<file path="src/design/cpu_pkg.sv">
package cpu_pkg;

	localparam int word_width = 16;
	localparam int opcode_bits = 4;
	localparam int reg_sel_bits = 4;
	localparam int imm8_bits = 8;
	localparam int imm12_bits = 12;

	// Field positions in the instruction word
	localparam int opcode_lsb = 12;
	localparam int rd_lsb = 8;
	localparam int rb_lsb = 0;  // Immediates also start at bit 0

	localparam int flag_count = 5;
	localparam int flag_carry = 0;
	localparam int flag_zero = 1;
	localparam int flag_negative = 2;
	localparam int flag_overflow = 3;
	localparam int flag_less = 4;  // Signed a < b

	typedef enum logic [opcode_bits-1:0] {
		OP_ADD = 4'h0, OP_ADDC = 4'h1, OP_SUB = 4'h2, OP_AND = 4'h3,
		OP_OR = 4'h4, OP_XOR = 4'h5, OP_SHL = 4'h6, OP_CMP = 4'h7,
		OP_ADDI = 4'h8, OP_MOVI = 4'h9,
		OP_JMP = 4'ha, OP_LOAD = 4'hb, OP_STORE = 4'hc, OP_WAIT = 4'hd,
		OP_BLT = 4'he, OP_HALT = 4'hf
	} opcode_t;

	typedef enum logic [3:0] {
		IDLE, FETCH, DECODE, EXEC, JUMP, LOAD_ADDR, LOAD_WB,
		STORE, WAIT_TICK, BRANCH, HALTED
	} state_t;

endpackage
</file>
<file path="src/design/cpu_control.sv">
`timescale 1ns/1ps

module cpu_control #(
	parameter int addr_bits = 10,
	parameter int tick_cycles = 166667
) (
	input  logic clk,
	input  logic wait_reset,
	input  logic run,
	input  logic [cpu_pkg::word_width-1:0] instr,
	input  logic [cpu_pkg::flag_count-1:0] flags,
	input  logic [cpu_pkg::word_width-1:0] alu_result,
	output logic halted,
	output logic [addr_bits-1:0] pc,
	output logic mem_addr_sel,
	output logic mem_we,
	output logic reg_we,
	output logic wb_sel,
	output logic alu_op_sel,
	output logic [cpu_pkg::word_width-1:0] alu_ctrl_word,
	output logic [cpu_pkg::reg_sel_bits-1:0] rd_sel,
	output logic [cpu_pkg::reg_sel_bits-1:0] ra_sel,
	output logic [cpu_pkg::reg_sel_bits-1:0] rb_sel,
	output logic carry_saved
);
	import cpu_pkg::*;

	localparam int prescale_bits = $clog2(tick_cycles + 1);

	state_t state;
	opcode_t fetched_op;
	opcode_t ir_op;
	logic [word_width-1:0] ir;  // Held past DECODE, LOAD reuses port A
	logic [flag_count-1:0] saved_flags;
	logic [prescale_bits-1:0] prescale;
	logic [imm12_bits-1:0] ms_count;
	logic wait_done;

	assign fetched_op = opcode_t'(instr[opcode_lsb +: opcode_bits]);
	assign ir_op = opcode_t'(ir[opcode_lsb +: opcode_bits]);
	assign wait_done = (state == WAIT_TICK) && (ms_count == ir[imm12_bits-1:0]);

	////////////////////////////////////////
	// State sequencing
	////////////////////////////////////////
	always_ff @(posedge clk)
	begin
		if (wait_reset || !run)
			state <= IDLE;
		else
		begin
			case (state)
				IDLE: state <= FETCH;
				FETCH: state <= DECODE;
				DECODE:
				begin
					case (fetched_op)
						OP_JMP: state <= JUMP;
						OP_LOAD: state <= LOAD_ADDR;
						OP_STORE: state <= STORE;
						OP_WAIT: state <= WAIT_TICK;
						OP_BLT: state <= BRANCH;
						OP_HALT: state <= HALTED;
						default: state <= EXEC;  // Register and immediate ops
					endcase
				end
				LOAD_ADDR: state <= LOAD_WB;
				WAIT_TICK: state <= wait_done ? FETCH : WAIT_TICK;
				HALTED: state <= HALTED;
				default: state <= FETCH;
			endcase
		end
	end

	always_ff @(posedge clk)
	begin
		if (state == DECODE)
			ir <= instr;
	end

	// PC counts down from the top of memory
	always_ff @(posedge clk)
	begin
		if (wait_reset || state == IDLE)
		begin
			pc <= '1;
			saved_flags <= '0;
		end
		else
		begin
			case (state)
				EXEC, LOAD_WB, STORE: pc <= pc - 1'b1;
				JUMP: pc <= alu_result[addr_bits-1:0];  // rd passed through the ALU
				BRANCH:
					pc <= saved_flags[flag_less] ? pc - addr_bits'(ir[imm8_bits-1:0])
						: pc - 1'b1;
				WAIT_TICK:
				begin
					if (wait_done)
						pc <= pc - 1'b1;
				end
				default: pc <= pc;
			endcase
			if (state == EXEC && ir_op != OP_MOVI)
				saved_flags <= flags;
		end
	end

	////////////////////////////////////////
	// Millisecond timer
	////////////////////////////////////////
	always_ff @(posedge clk)
	begin
		if (wait_reset || wait_done || state == IDLE)
		begin
			prescale <= '0;
			ms_count <= '0;
		end
		else if (state == WAIT_TICK)
		begin
			if (prescale == prescale_bits'(tick_cycles - 1))
			begin
				prescale <= '0;
				ms_count <= ms_count + 1'b1;
			end
			else
				prescale <= prescale + 1'b1;
		end
	end

	// Datapath selects from the state
	always_comb
	begin
		mem_addr_sel = 1'b0;
		mem_we = 1'b0;
		reg_we = 1'b0;
		wb_sel = 1'b0;
		alu_op_sel = 1'b0;
		case (state)
			EXEC: reg_we = (ir_op != OP_CMP);  // CMP only sets flags
			JUMP: alu_op_sel = 1'b1;
			LOAD_ADDR: mem_addr_sel = 1'b1;
			LOAD_WB:
			begin
				wb_sel = 1'b1;
				reg_we = 1'b1;
			end
			STORE:
			begin
				mem_addr_sel = 1'b1;
				mem_we = 1'b1;
				alu_op_sel = 1'b1;
			end
			default: mem_we = 1'b0;
		endcase
	end

	assign halted = (state == HALTED);
	assign alu_ctrl_word = {OP_ADDI, ir[rd_lsb +: reg_sel_bits], {imm8_bits{1'b0}}};
	assign rd_sel = ir[rd_lsb +: reg_sel_bits];
	assign ra_sel = ir[rd_lsb +: reg_sel_bits];  // a operand is rd
	assign rb_sel = ir[rb_lsb +: reg_sel_bits];
	assign carry_saved = saved_flags[flag_carry];

endmodule

</file>
<file path="config.mk">
export PLATFORM = sky130hd
export DESIGN_NAME = cpu_control
export DESIGN_NICKNAME = d
export VERILOG_FILES = /design/src/design/cpu_pkg.sv /design/src/design/cpu_control.sv
export SDC_FILE = /design/constraint.sdc
export NUM_CORES = 1
export LEC_CHECK = 0
export ABC_CLOCK_PERIOD_IN_PS = 6300
export BUFFER_PORTS_ARGS = -buffer_cell sky130_fd_sc_hd__buf_2
export CAP_MARGIN = 10
export CORE_MARGIN = 8
export CORE_UTILIZATION = 25
export DETAILED_ROUTE_END_ITERATION = 8
export HOLD_SLACK_MARGIN = 0.06
export PLACE_DENSITY = 0.51
export SLEW_MARGIN = 20
export SYNTH_ARGS = -nofsm -noshare
export SYNTH_HDL_FRONTEND = slang
export SYNTH_SLANG_ARGS = --single-unit
</file>
<file path="constraint.sdc">
create_clock -name clk -period 6.3 [get_ports clk]
set_input_delay 1.26 -clock clk [delete_from_list [all_inputs] [get_ports clk]]
set_output_delay 1.26 -clock clk [all_outputs]
set_load 0.02 [all_outputs]
</file>
Yosys cells after proc, flatten, opt, wreduce, memory -nomap -nowiden. Cells that the tools add are included.

Output and inout port bits: 45. Register bits: 65. Input bits: 40. Word-level logic and storage cells: 57.

Add/subtract/negate cells: 4. Eq/ne operators: 21. Reductions and logical operators: 14. Multiplexer cells: 12.

Operator list (count): $pmux W10 S4 (1); $eq A4 B4 Y1 const B (9); $pmux W4 S6 (1); $mux W10 (2); $pmux W4 S5 (1); $add A18 B1 Y18 const B (1); $eq A18 B18 Y1 const B (1); $mux W18 (1); $eq A4 B3 Y1 const B (4); $add A12 B1 Y12 const B (1); $eq A12 B12 Y1 (1); $sub A10 B1 Y10 const B (1); $sub A10 B8 Y10 (1); $eq A4 B2 Y1 const B (2); $eq A4 B1 Y1 const B (1); $logic_not A4 Y1 (1); $logic_or A1 B1 Y1 (4); $mux W1 (4); $mux W4 (1); $ne A4 B3 Y1 const B (1); $ne A4 B4 Y1 const B (1); $reduce_and A2 Y1 (2); $reduce_bool A4 Y1 (1); $reduce_or A2 Y1 (2); 5 further kinds (6).

Depth between registers and ports, before layout. Gate-level depths: netlist (run 1).

Depth after elaboration: 4. Mapped depth: 10. Gate-level depth less buffers: 10.

Worst setup path after synthesis (run 1). Ideal clock, no wire load.

Path kind: reg2out. Start: reg state[1]. End: out reg_we. Data required time: 5.040 ns. Buffers on the path: 2. Stages on the path, launching flop included: 6. Arrival time: 1.480 ns. Setup slack: 3.560 ns. Path through: dfxtp_1 -> buf_2 -> buf_1 -> nand2b_1 -> nor2_1 -> a41o_1.

Longest elaborated chain between the ends: 2. Elaborated cells on any way between the ends: 3. Those cells by class: eq/ne: 2; mux: 1.

RTL lines: start: declaration (RTL line cpu_control.sv:30) `state_t state;`; start signal: assignment (RTL line cpu_control.sv:68) `WAIT_TICK: state <= wait_done ? FETCH : WAIT_TICK;`; $eq A4 B3 Y1 / $eq A4 B2 Y1 (equally long branches) (RTL line cpu_control.sv:139) `case (state)`; $pmux W1 S2 (*) (RTL line cpu_control.sv:139); end: declaration (RTL line cpu_control.sv:17) `output logic reg_we,`.

Every way passes the cells marked *; elsewhere a longest branch is shown, timed or not.

Final worst setup path (run 1).
Start: reg state[2]. End: out reg_we.

Same word-level chain as after synthesis.

==> summary by stage, run 1 <==
Logic synthesis
The share of flip-flops with an asynchronous set or reset after synthesis is 0%. Synthesis handed over a netlist of 432 instances. The synthesized design contains 62 register bits. Sequential elements use 36.84% of the synthesized area. Dividing the synthesized area by the synthesized cell count gives 8.805 um^2. The mapped netlist covers 3804 um^2. Yosys printed 0 warnings. Yosys mapped a number of flops with a built-in enable equal to 16. The main flop type after synthesis is sky130_fd_sc_hd__dfxtp_1.

The netlist uses 59 different library cells.

Placement
The congestion estimate from routability-driven global placement came to 0.7945. The area of placed instances is 4125 um^2. Detailed placement finished with a half-perimeter wire length of 7.116 mm. The count of buffers from port buffering is 63.

Critical path
The critical path goes through or2b_1 -> nor2_1 -> a41o_1 -> buf_2. The critical path buffer and inverter count is 1. Among cell families on the critical path, the largest total delay comes from flip-flops. Data on the critical path arrives at its endpoint at 1800 ps.

The slowest cell on the critical path is sky130_fd_sc_hd__dfxtp_1. The worst setup path is captured at an output port. The class of the most critical setup path is reg2out.

The worst endpoint required time is 5040 ps. Along the worst path, the maximum fanout reaches 18. For this run, the slowest stage of the critical path takes 730 ps.

STA classifies the critical path startpoint as a register.

Power and ir drop
The internal power of the cells totals 0.7196 mW. Of the total power, registers draw 45.1%. The total power is 0.9131 mW. Dividing total power by cell area gives a power density of 207.1 nW/um^2. Of the total power, the clock network draws 51.4%.

The analysis attributes to net switching a power of 0.1935 mW. Combinational logic burns 3.5% of the power. The leakage component of the power is 1.651 nW. The fraction of power spent switching nets is 21.19%. VDD sags by at most 0.1194 mV.

STA
The worst path in the final design needs a cycle of 3061 ps, including I/O delays and setup. After routing, the total negative slack on setup checks comes to 0 ps. Measured against its own limit, the worst slew margin works out to 47.73%. The count of final hold-check violations came to 0.

The final setup violation count is 0. The count of pins over their slew limit is 0. The upper clock frequency limit is 326.7 MHz. Setup repair after global routing left no endpoint under its margin. Clock skew on the completed layout was measured at 6.944 ps.

The pin slew with the least headroom to its limit is 784.0 ps. The share of the clock period used by the worst path after layout is 48.59%.

Global routing
The via count of the first global-routing pass is 3026. In the global route stage, met3 resource usage came out at 3.317%. Entering global routing, the biggest net connects 21 pins. For this run the aggregate overflow at the end of global routing stands at 0. The initial antenna violation count is 0. The wire length of the first global-routing pass is 15.39 mm. The total global-route track usage is 9.815%.

The met1 usage in global routing is 11.61%. The most used routing layer is met2. Global routing consumed, on the met2 layer, 15.86% of the routing resources.

Die
Measured along the y axis, the die boundary spans 139.3 um. The die covers 19420 um^2. For this configuration, the core starts out at a cell density of 25.30%.

In this run the core area contains 45 standard-cell rows. 85 I/O pins were placed. The core region is 15030 um^2.

The horizontal die dimension is 139.3 um.

CTS
The clock passes through at most 2 buffers. The number of hold buffers added after CTS is 0. The number of CTS-inserted buffers is 9. After clock tree synthesis, the clock-pin slew on the worst setup and hold paths is 50 ps. The clock drives 62 sinks. Once the clock tree was built, the resizer swapped 0 gates to a different size.

The buffer count from post-CTS setup fixing is 0. For the worst-skew pair, the clock arrives at the later sink with an insertion delay of 330 ps. Clock tree synthesis selected as its root buffer the cell sky130_fd_sc_hd__clkbuf_16.

The clock tree from TritonCTS is done. The depth of the CTS H-tree is 3.

Routing
In the final routed layout, each cell accounts on average for 14.21 um. The via total after detailed routing is 3098. Before antenna repair, the detailed router went through 4 iterations.

Once detail routing completed, the nets flagged for antenna violations numbered 0. In this run, the number of DRC markers left after iteration 0 of detailed routing was 186. The ratio of routed vias to standard cells is 4.645. The final layout contains routed wiring with a total length of 9.475 mm. The total DRC errors in the routed layout is 0.

Cells and area
The share of final-layout standard cells stronger than drive strength 1 is 18.58%. After the last flow step, the layout net total stands at 527. The finished layout cell area is 4408 um^2. The repair_antennas step left the layout with diodes totalling 0. Relative to the synthesized area, the layout overhead comes to 15.89%.

Worst hold path
The min-delay analysis places its worst path in the category reg2reg.

Run
Across the run, the number of max-cap violations was 0.

Status
The flow ran to the end, and the final reports show no timing, DRC or antenna violations.
[through the flow]
stage                     hold slack, ps  setup slack [ps]  utilization [%]  instances
after floorplan                    471.6              3560                -        442
after global placement             469.3              3413            27.44        651
after detailed placement           507.2              3368            27.44        651
after CTS                          519.1              3224            29.32        667
after global routing               558.9              3133            29.32        667
final                              517.2              3239            29.32        667
[layout by cell type, fill, tap and decap left out, types with 12 or more instances in the layout]
cell type                  count
sky130_fd_sc_hd__a21oi_1      18
sky130_fd_sc_hd__buf_2        63
sky130_fd_sc_hd__conb_1       12
sky130_fd_sc_hd__dfxtp_1      46
sky130_fd_sc_hd__edfxtp_1     16
sky130_fd_sc_hd__ha_1         12
sky130_fd_sc_hd__inv_1        16
sky130_fd_sc_hd__nand2_1      28
sky130_fd_sc_hd__nor2_1       67
sky130_fd_sc_hd__o21ai_0      16
sky130_fd_sc_hd__xnor2_1      25
sky130_fd_sc_hd__xor2_1       25
[worst min-delay path, delay by kind of cell (launching register included)]
kind / cells / cell delay (ps)
flops: 1 / 340
simple gates: 1 / 70
xor+xnor: 1 / 70
[per-layer routing]
metal | share of wire, % | wire length, um
met1 | 46 | 4338
met2 | 47 | 4406
met3 | 6.0 | 572
met4 | 1.7 | 158
met5 | 0 | 0
[logic make-up after synthesis]
kind of cell	Yosys count	synth area share [%]
AND/OR/NAND/NOR	168	23.72
multiplexers	7	1.842
AO/OA/AOI/OAI	70	12.14
XOR/XNOR	50	11.51
flip-flops	62	36.84
adder cells (fa/ha/maj)	13	4.474
buffers and inverters	60	9.276
other	2	0.1974
[synthesized netlist by cell type, types with 5 or more instances]
cell type	number	area, um^2
sky130_fd_sc_hd__nand4_1	11	68.82
sky130_fd_sc_hd__a2111oi_0	5	43.79
sky130_fd_sc_hd__edfxtp_1	16	480.5
sky130_fd_sc_hd__nand3_1	9	45.04
sky130_fd_sc_hd__buf_4	28	210.2
sky130_fd_sc_hd__dfxtp_1	46	920.9
sky130_fd_sc_hd__a21oi_1	18	90.09
sky130_fd_sc_hd__nor3_1	5	25.02
sky130_fd_sc_hd__xor2_1	25	219.0
sky130_fd_sc_hd__clkbuf_1	7	26.28
sky130_fd_sc_hd__xnor2_1	25	219.0
sky130_fd_sc_hd__mux2i_1	7	70.07
sky130_fd_sc_hd__o21ai_0	16	80.08
sky130_fd_sc_hd__inv_1	16	60.06
sky130_fd_sc_hd__nor2_1	67	251.5
sky130_fd_sc_hd__buf_2	6	30.03
sky130_fd_sc_hd__nand2_1	28	105.1
sky130_fd_sc_hd__ha_1	12	150.1
[sequential cells by signal, summed over array words and instances, names as in the netlist]
signal / cells
pc: 10
ir: 16
ms_count: 12
prescale: 18
state: 4
saved_flags: 2
[path summary, 6_finish.rpt]
path / to / from / slack (ps) / cells after the start
max: reg_we / state[2] / 3240 / 4
max reg2reg: pc[6] / ir[0] / 3810 / 9
min reg2reg: prescale[17] / prescale[17] / 520 / 2
min: prescale[17] / prescale[17] / 520 / 2
[area by class of cell]
type	instances	area (um^2)
Fill cell	1582	10630
Multi-Input combinational cell	320	2098
Sequential cell	62	1401
Timing Repair Buffer	65	330.3
Clock buffer	15	277.8
Tap cell	188	235.2
Inverter	16	60.06
Clock inverter	1	5.005
[power groups by stage]
stage	clock network (mW)	registers [mW]	logic [mW]
global route	0.499	0.412	0.0356
finish	0.469	0.412	0.0320
global placement	0	0.420	0.0317
detailed placement	0	0.420	0.0320
CTS	0.482	0.412	0.0323
floorplan	0	0.418	0.0267
Power figures use the tool's default switching activity.
==> run 2, diff against run 1 <==
Settings changed: ABC_CLOCK_PERIOD_IN_PS 6300 to 3040.
Clock period 6.3 ns to 3.04 ns, I/O delays scaled along.
==> summary by stage, run 2 (synthesis gave the netlist of run 1 again) <==
STA
The upper clock frequency limit is 408.9 MHz. The tightest slew margin relative to the limit is 47.28% (-0.45 points). The setup skew after layout came to 3.716 ps (-3.228 ps). The sum of negative setup slack was 0 ps (unchanged). The pin slew with the least headroom to its limit came to 790.8 ps (+6.800 ps). The final setup violation count is 0 (unchanged). The share of the clock period used by the worst path after layout is 80.45%.

The count of final hold-check violations is 0 (unchanged). The count of pins over their slew limit came to 0 (unchanged). The setup slack of the critical path after layout is 594.2 ps (-2645 ps). The shortest clock period the worst path allows after layout is 2446 ps. Setup repair after global routing left no endpoint under its margin.

Placement
The worst slack after detailed placement came to 606.7 ps (-2761 ps). The count of buffers from port buffering is 63 (unchanged). The global placement routability congestion is 0.7779 (-2.1%). The half-perimeter wire length after placement is 7.261 mm (+2.0%).

Power and ir drop
The worst supply voltage drop on vdd is 0.2739 mV (+130%). The leakage component of the power was 1.695 nW (+2.6%). The total power is 1.988 mW (+120%). The power per standard cell area is 444.3 nW/um^2 (+110%).

CTS
The number of CTS-inserted buffers came to 9 (unchanged). The number of buffers between clock root and the deepest sink is 2 (unchanged). The tree is rooted in a sky130_fd_sc_hd__clkbuf_16. The buffer count from post-CTS setup fixing came to 0 (unchanged). The depth of the CTS H-tree came to 3 (unchanged).

The number of hold buffers added after CTS is 0 (unchanged). The clock transition time at the flip-flop clock pins of the worst setup and hold paths is 50 ps (about the same). The quantity of gates resized following cts is 0 (unchanged). The clock latency reported for the late side of the worst-skew pair is 330 ps (about the same). The clock sink total is 62 (unchanged).

The clock tree from TritonCTS is done.

Cells and area
The share of final-layout standard cells stronger than drive strength 1 came to 19.83% (+1.3 points). The end-of-flow core utilization is 29.76% (+0.44 points). The number of nets at the end of the flow is 532 (+0.95%). Ranked by flip-flop count, first place goes to prescale.

The number of flip-flops in the largest register came to 18 (unchanged). The largest registers in the layout are prescale x18, ir x16, ms_count x12. The relative area change from synthesis to final layout is 17.63%. Leaving out fill and tap cells, the most frequent cell in the layout is sky130_fd_sc_hd__nor2_1.

The number of antenna cells inserted is 0 (unchanged). In the layout the commonest cells are 67 x sky130_fd_sc_hd__nor2_1, 63 x sky130_fd_sc_hd__buf_2, 46 x sky130_fd_sc_hd__dfxtp_1.

Worst hold path
The number of cells traversed by the worst hold path is 1 (-1). The worst hold-check path type is in2reg.

Die
The floorplan die area is 19420 um^2 (unchanged). The core region area is 15030 um^2 (unchanged). The number of rows in the core area is 45 (unchanged). The I/O pin count is 85 (unchanged). The die outline height was 139.3 um (unchanged). The horizontal die dimension is 139.3 um (unchanged). The starting utilization of the core area is 25.30% (unchanged).

Routing
The number of optimization iterations in the first detailed-route pass is 4 (unchanged). The via total after detailed routing is 3094 (-0.13%). The antenna violation net count after detailed routing came to 0 (unchanged). The ratio of routed vias to standard cells came to 4.604 (-0.87%).

The total DRC errors in the routed layout came to 0 (unchanged). The routed wire length came to 9.540 mm (+0.69%). The post-detailed-route wirelength per cell is 14.20 um (about the same).

The starting DRC count in detailed routing was 168 (-9.7%).

Critical path
The worst setup path is launched from a register. The cell depth of the worst flop-to-flop path is 9 (unchanged). The worst endpoint required time is 3220 ps (-1820 ps). STA classifies the critical path endpoint as a register. The critical path arrival was 2620 ps (+820 ps). The largest fanout on the critical path is 3 (-15). The worst setup path is of the reg2reg kind.

Status
The flow ran to the end, and the final reports show no timing, DRC or antenna violations.

Run
The count of maximum capacitance violations is 0 (unchanged).

Global routing
The overall overflow remaining after global route is 0 (unchanged). The pin count of the biggest net entering global routing is 19 (-9.5%). The initial antenna violation count is 0 (unchanged). The wire length of the first global-routing pass was 15.73 mm (+2.2%). The total global-route track usage is 10.07% (+0.25 points). The via count of the first global-routing pass is 3109 (+2.7%).
run 2: critical path: stages (launching register included):
cell and delay (ps):
sky130_fd_sc_hd__edfxtp_1 460, sky130_fd_sc_hd__ha_1 200, sky130_fd_sc_hd__inv_1 50, sky130_fd_sc_hd__fa_1 420
sky130_fd_sc_hd__a211oi_1 290, sky130_fd_sc_hd__o21bai_1 120, sky130_fd_sc_hd__a21oi_1 180, sky130_fd_sc_hd__xnor2_1 80
sky130_fd_sc_hd__a2111oi_0 400, sky130_fd_sc_hd__a21oi_1 80
run 2: final timing paths:
check | startpoint | endpoint | slack, ps
max | ir[0] | pc[6] | 590
min | instr[9] | ir[9] | 450
max reg2reg | ir[0] | pc[6] | 590
min reg2reg | prescale[17] | prescale[17] | 520
run 2: final cells by class:
class / instances / area (um^2)
Multi-Input combinational cell: 320 / 2098
Clock buffer: 13 / 270.3
Inverter: 16 / 60.06
Timing Repair Buffer: 70 / 367.9
Tap cell: 188 / 235.2
Fill cell: 1565 / 10560
Sequential cell: 62 / 1401
Clock inverter: 3 / 41.29
run 2: where the power goes:
group / leakage [nW] / switching, mW / internal (mW)
Sequential: 0.515 / 0.00518 / 0.848
Clock: 0.156 / 0.367 / 0.700
Combinational: 1.02 / 0.0420 / 0.0251
Total: 1.69 / 0.414 / 1.57
run 2: per-stage QoR:
stage,cells,hold slack [ps],cell area [um^2]
after CTS,672,437.9,4474
final,672,447.3,4474
after floorplan,442,471.6,3841
after global routing,672,435.1,4474
after global placement,656,469.9,4163
after detailed placement,656,502.9,4163
run 2: routing by layer:
metal	vias to the layer above	share of wire, %	GRT usage [%]	wire [um]
li1	1582	-	-	-
met1	1438	45	12.22	4320
met2	68	47	16.06	4511
met3	6	6.7	3.386	639
met4	0	0.73	4.044	70
met5	-	0	0	0
==> run 3, diff against run 2 <==
Settings changed: ABC_CLOCK_PERIOD_IN_PS 3040 to 2420.
Clock period 3.04 ns to 2.42 ns, I/O delays scaled along.
==> summary by stage, run 3 (synthesis gave the netlist of run 1 again) <==
CTS
The clock sink total is 62 (unchanged). The number of buffers between clock root and the deepest sink is 2 (unchanged). The root buffer cell is sky130_fd_sc_hd__clkbuf_16.

The clock transition time at the flip-flop clock pins of the worst setup and hold paths was 50 ps (about the same). The number of CTS-inserted buffers came to 9 (unchanged). The number of hold buffers added after CTS is 0 (unchanged).

The clock latency reported for the late side of the worst-skew pair is 320 ps (about the same). The depth of the CTS H-tree was 3 (unchanged). TritonCTS built the clock tree.

Routing
The antenna violation net count after detailed routing is 0 (unchanged). The starting DRC count in detailed routing came to 172 (+2.4%). The total DRC errors in the routed layout was 0 (unchanged). The via total after detailed routing is 3166 (+2.3%). The post-detailed-route wirelength per cell is 14.41 um (+1.5%). The total met3 wirelength after detailed routing is 565 um (-12%). The number of optimization iterations in the first detailed-route pass is 4 (unchanged). The ratio of routed vias to standard cells came to 4.635 (+0.68%). The detailed-routed wire length on met2 is 4.627 mm (+2.6%). The routed wire length is 9.843 mm (+3.2%). The length of routed wiring on met1 is 4.500 mm (+4.2%). The uppermost signal routing layer after detailed routing is met4.

STA
The sum of negative setup slack is 0 ps (unchanged). The upper clock frequency limit is 451.4 MHz (+10%). The shortest clock period the worst path allows after layout is 2215 ps (-230.5 ps).

The count of final hold-check violations is 0 (unchanged). The count of pins over their slew limit came to 0 (unchanged). The worst hold slack is 335.8 ps (-111.5 ps). Setup repair after global routing left no endpoint under its margin. The final setup violation count came to 0 (unchanged).

The pin slew with the least headroom to its limit was 676.1 ps (-114.7 ps). The setup skew after layout is 4.717 ps (+1.001 ps). The tightest slew margin relative to the limit is 54.29% (+7.0 points). The share of the clock period used by the worst path after layout was 91.54% (+11 points).

Critical path
By instance count, the cell type seen most on the critical path is sky130_fd_sc_hd__a21oi_1. The largest individual stage delay along the critical path comes from the cell sky130_fd_sc_hd__a2111oi_0. The critical path arrival was 2410 ps (-210 ps). The setup slack of the most critical reg-to-reg path is 200 ps (-390 ps).

The critical path buffer and inverter count is 1 (unchanged). The cell depth of the worst flop-to-flop path is 8 (-1). The largest fanout on the critical path is 5 (+2). The type of element capturing the critical path is a register. The class of the most critical setup path is reg2reg. The peak per-stage delay on the critical path is 460 ps (about the same). Grouping stages by cell kind, the critical path spends the most delay in compound AO/OA/AOI/OAI gates.

The startpoint of the most critical register-to-register path is ir[2]. The worst endpoint required time came to 2610 ps (-610 ps). The startpoint kind of the worst setup timing path is a register. The signal on the critical path passes through inv_1 -> ha_1 -> o211ai_1 -> a21oi_1 -> o41ai_1 -> a211o_1 -> a2111oi_0 -> a21oi_1. The terminus of the critical flop-to-flop path is pc[7].

Cells and area
The number of antenna cells inserted was 0 (unchanged). The finished layout cell area is 4582 um^2 (+2.4%). The area growth from synthesis to layout is 20.46%. The end-of-flow core utilization came to 30.48% (+0.72 points). The register with the most flip-flops is prescale. The top cell types in the final layout, fill and taps aside, are 67 x sky130_fd_sc_hd__nor2_1, 63 x sky130_fd_sc_hd__buf_2, 46 x sky130_fd_sc_hd__dfxtp_1.

The most frequent standard cell in the layout excluding fill and tap cells is sky130_fd_sc_hd__nor2_1. The largest registers in the layout are prescale x18, ir x16, ms_count x12. The number of nets at the end of the flow was 543 (+2.1%). The share of final-layout standard cells stronger than drive strength 1 came to 21.82% (+2.0 points). The number of flip-flops in the largest register is 18 (unchanged).

Die
The core region area is 15030 um^2 (unchanged). The horizontal die dimension came to 139.3 um (unchanged). The number of rows in the core area is 45 (unchanged).

The starting utilization of the core area is 25.30% (unchanged). The floorplan die area is 19420 um^2 (unchanged). The I/O pin count is 85 (unchanged). The die outline height is 139.3 um (unchanged).

Power and ir drop
The worst supply voltage drop on vdd is 0.4006 mV (+46%). The total power was 2.491 mW (+25%). The power per standard cell area was 543.7 nW/um^2 (+22%). The leakage component of the power was 1.748 nW (+3.1%).

Status
The run finished with clean final reports.

Global routing
The pin count of the biggest net entering global routing is 20 (+1). The via count of the first global-routing pass came to 3191 (+2.6%). The wire length of the first global-routing pass is 16.13 mm (+2.5%). The overall overflow remaining after global route came to 0 (unchanged).

The initial antenna violation count is 0 (unchanged). The total global-route track usage is 10.28% (+0.21 points).

Worst hold path
The start point of the worst hold path is instr[11]. The capture endpoint of the worst hold path is ir[11]. The number of cells traversed by the worst hold path came to 1 (unchanged). The worst hold-check path type is in2reg.

Run
The count of maximum capacitance violations is 0 (unchanged).

Placement
The global placement routability congestion came to 0.7818 (+0.50%). The count of buffers from port buffering was 63 (unchanged). The half-perimeter wire length after placement was 7.576 mm (+4.3%). The area of placed instances is 4250 um^2 (+2.1%).
[run 3: cell count changes in the layout (fill, tap and decap cells not counted), sizes merged]
cell,before,now
clkinv,1,3
inv,17,16
buf,70,81
clkbuf,13,12
[run 3: layout make-up]
type                            instances  area [um^2]
Fill cell                            1553        10450
Multi-Input combinational cell        320         2112
Sequential cell                        62         1401
Timing Repair Buffer                   81        462.9
Clock buffer                           12        267.8
Tap cell                              188        235.2
Inverter                               16        60.06
Clock inverter                          4        42.54
[run 3: per-stage QoR]
stage          setup slack (ps)  std cells
2_1_floorplan             189.4        442
3_3_place_gp              156.5        666
3_5_place_dp              113.7        666
4_1_cts                   96.79        682
5_1_grt                   30.98        683
6_report                  204.7        683
[run 3: metal layers]
layer / up-vias / track usage (%)
met5: - / 0
met1: 1493 / 12.05
met4: 0 / 4.333
li1: 1593 / -
met3: 9 / 3.796
met2: 71 / 16.58
[run 3: worst max path at each step]
stage / from / endpoint / cells after the start
global route: ir[2] / pc[7] / 8
finish: ir[2] / pc[7] / 8
global placement: pc[0] / pc[6] / 10
CTS: pc[0] / pc[6] / 10
detailed placement: pc[0] / pc[6] / 10
floorplan: pc[0] / pc[6] / 10
[run 3: report_power, final]
group          switching (mW)  total (mW)  internal (mW)  leakage (nW)
clock network           0.450        1.33          0.879         0.153
logic                  0.0556      0.0906         0.0349          1.08
registers             0.00605        1.07           1.07         0.515
[run 3: repair_timing]
item,4_1_cts,5_1_grt
gates resized for setup,0,4
setup endpoints to repair,0,1
setup buffers,0,1
endpoints found under the hold margin,0,0
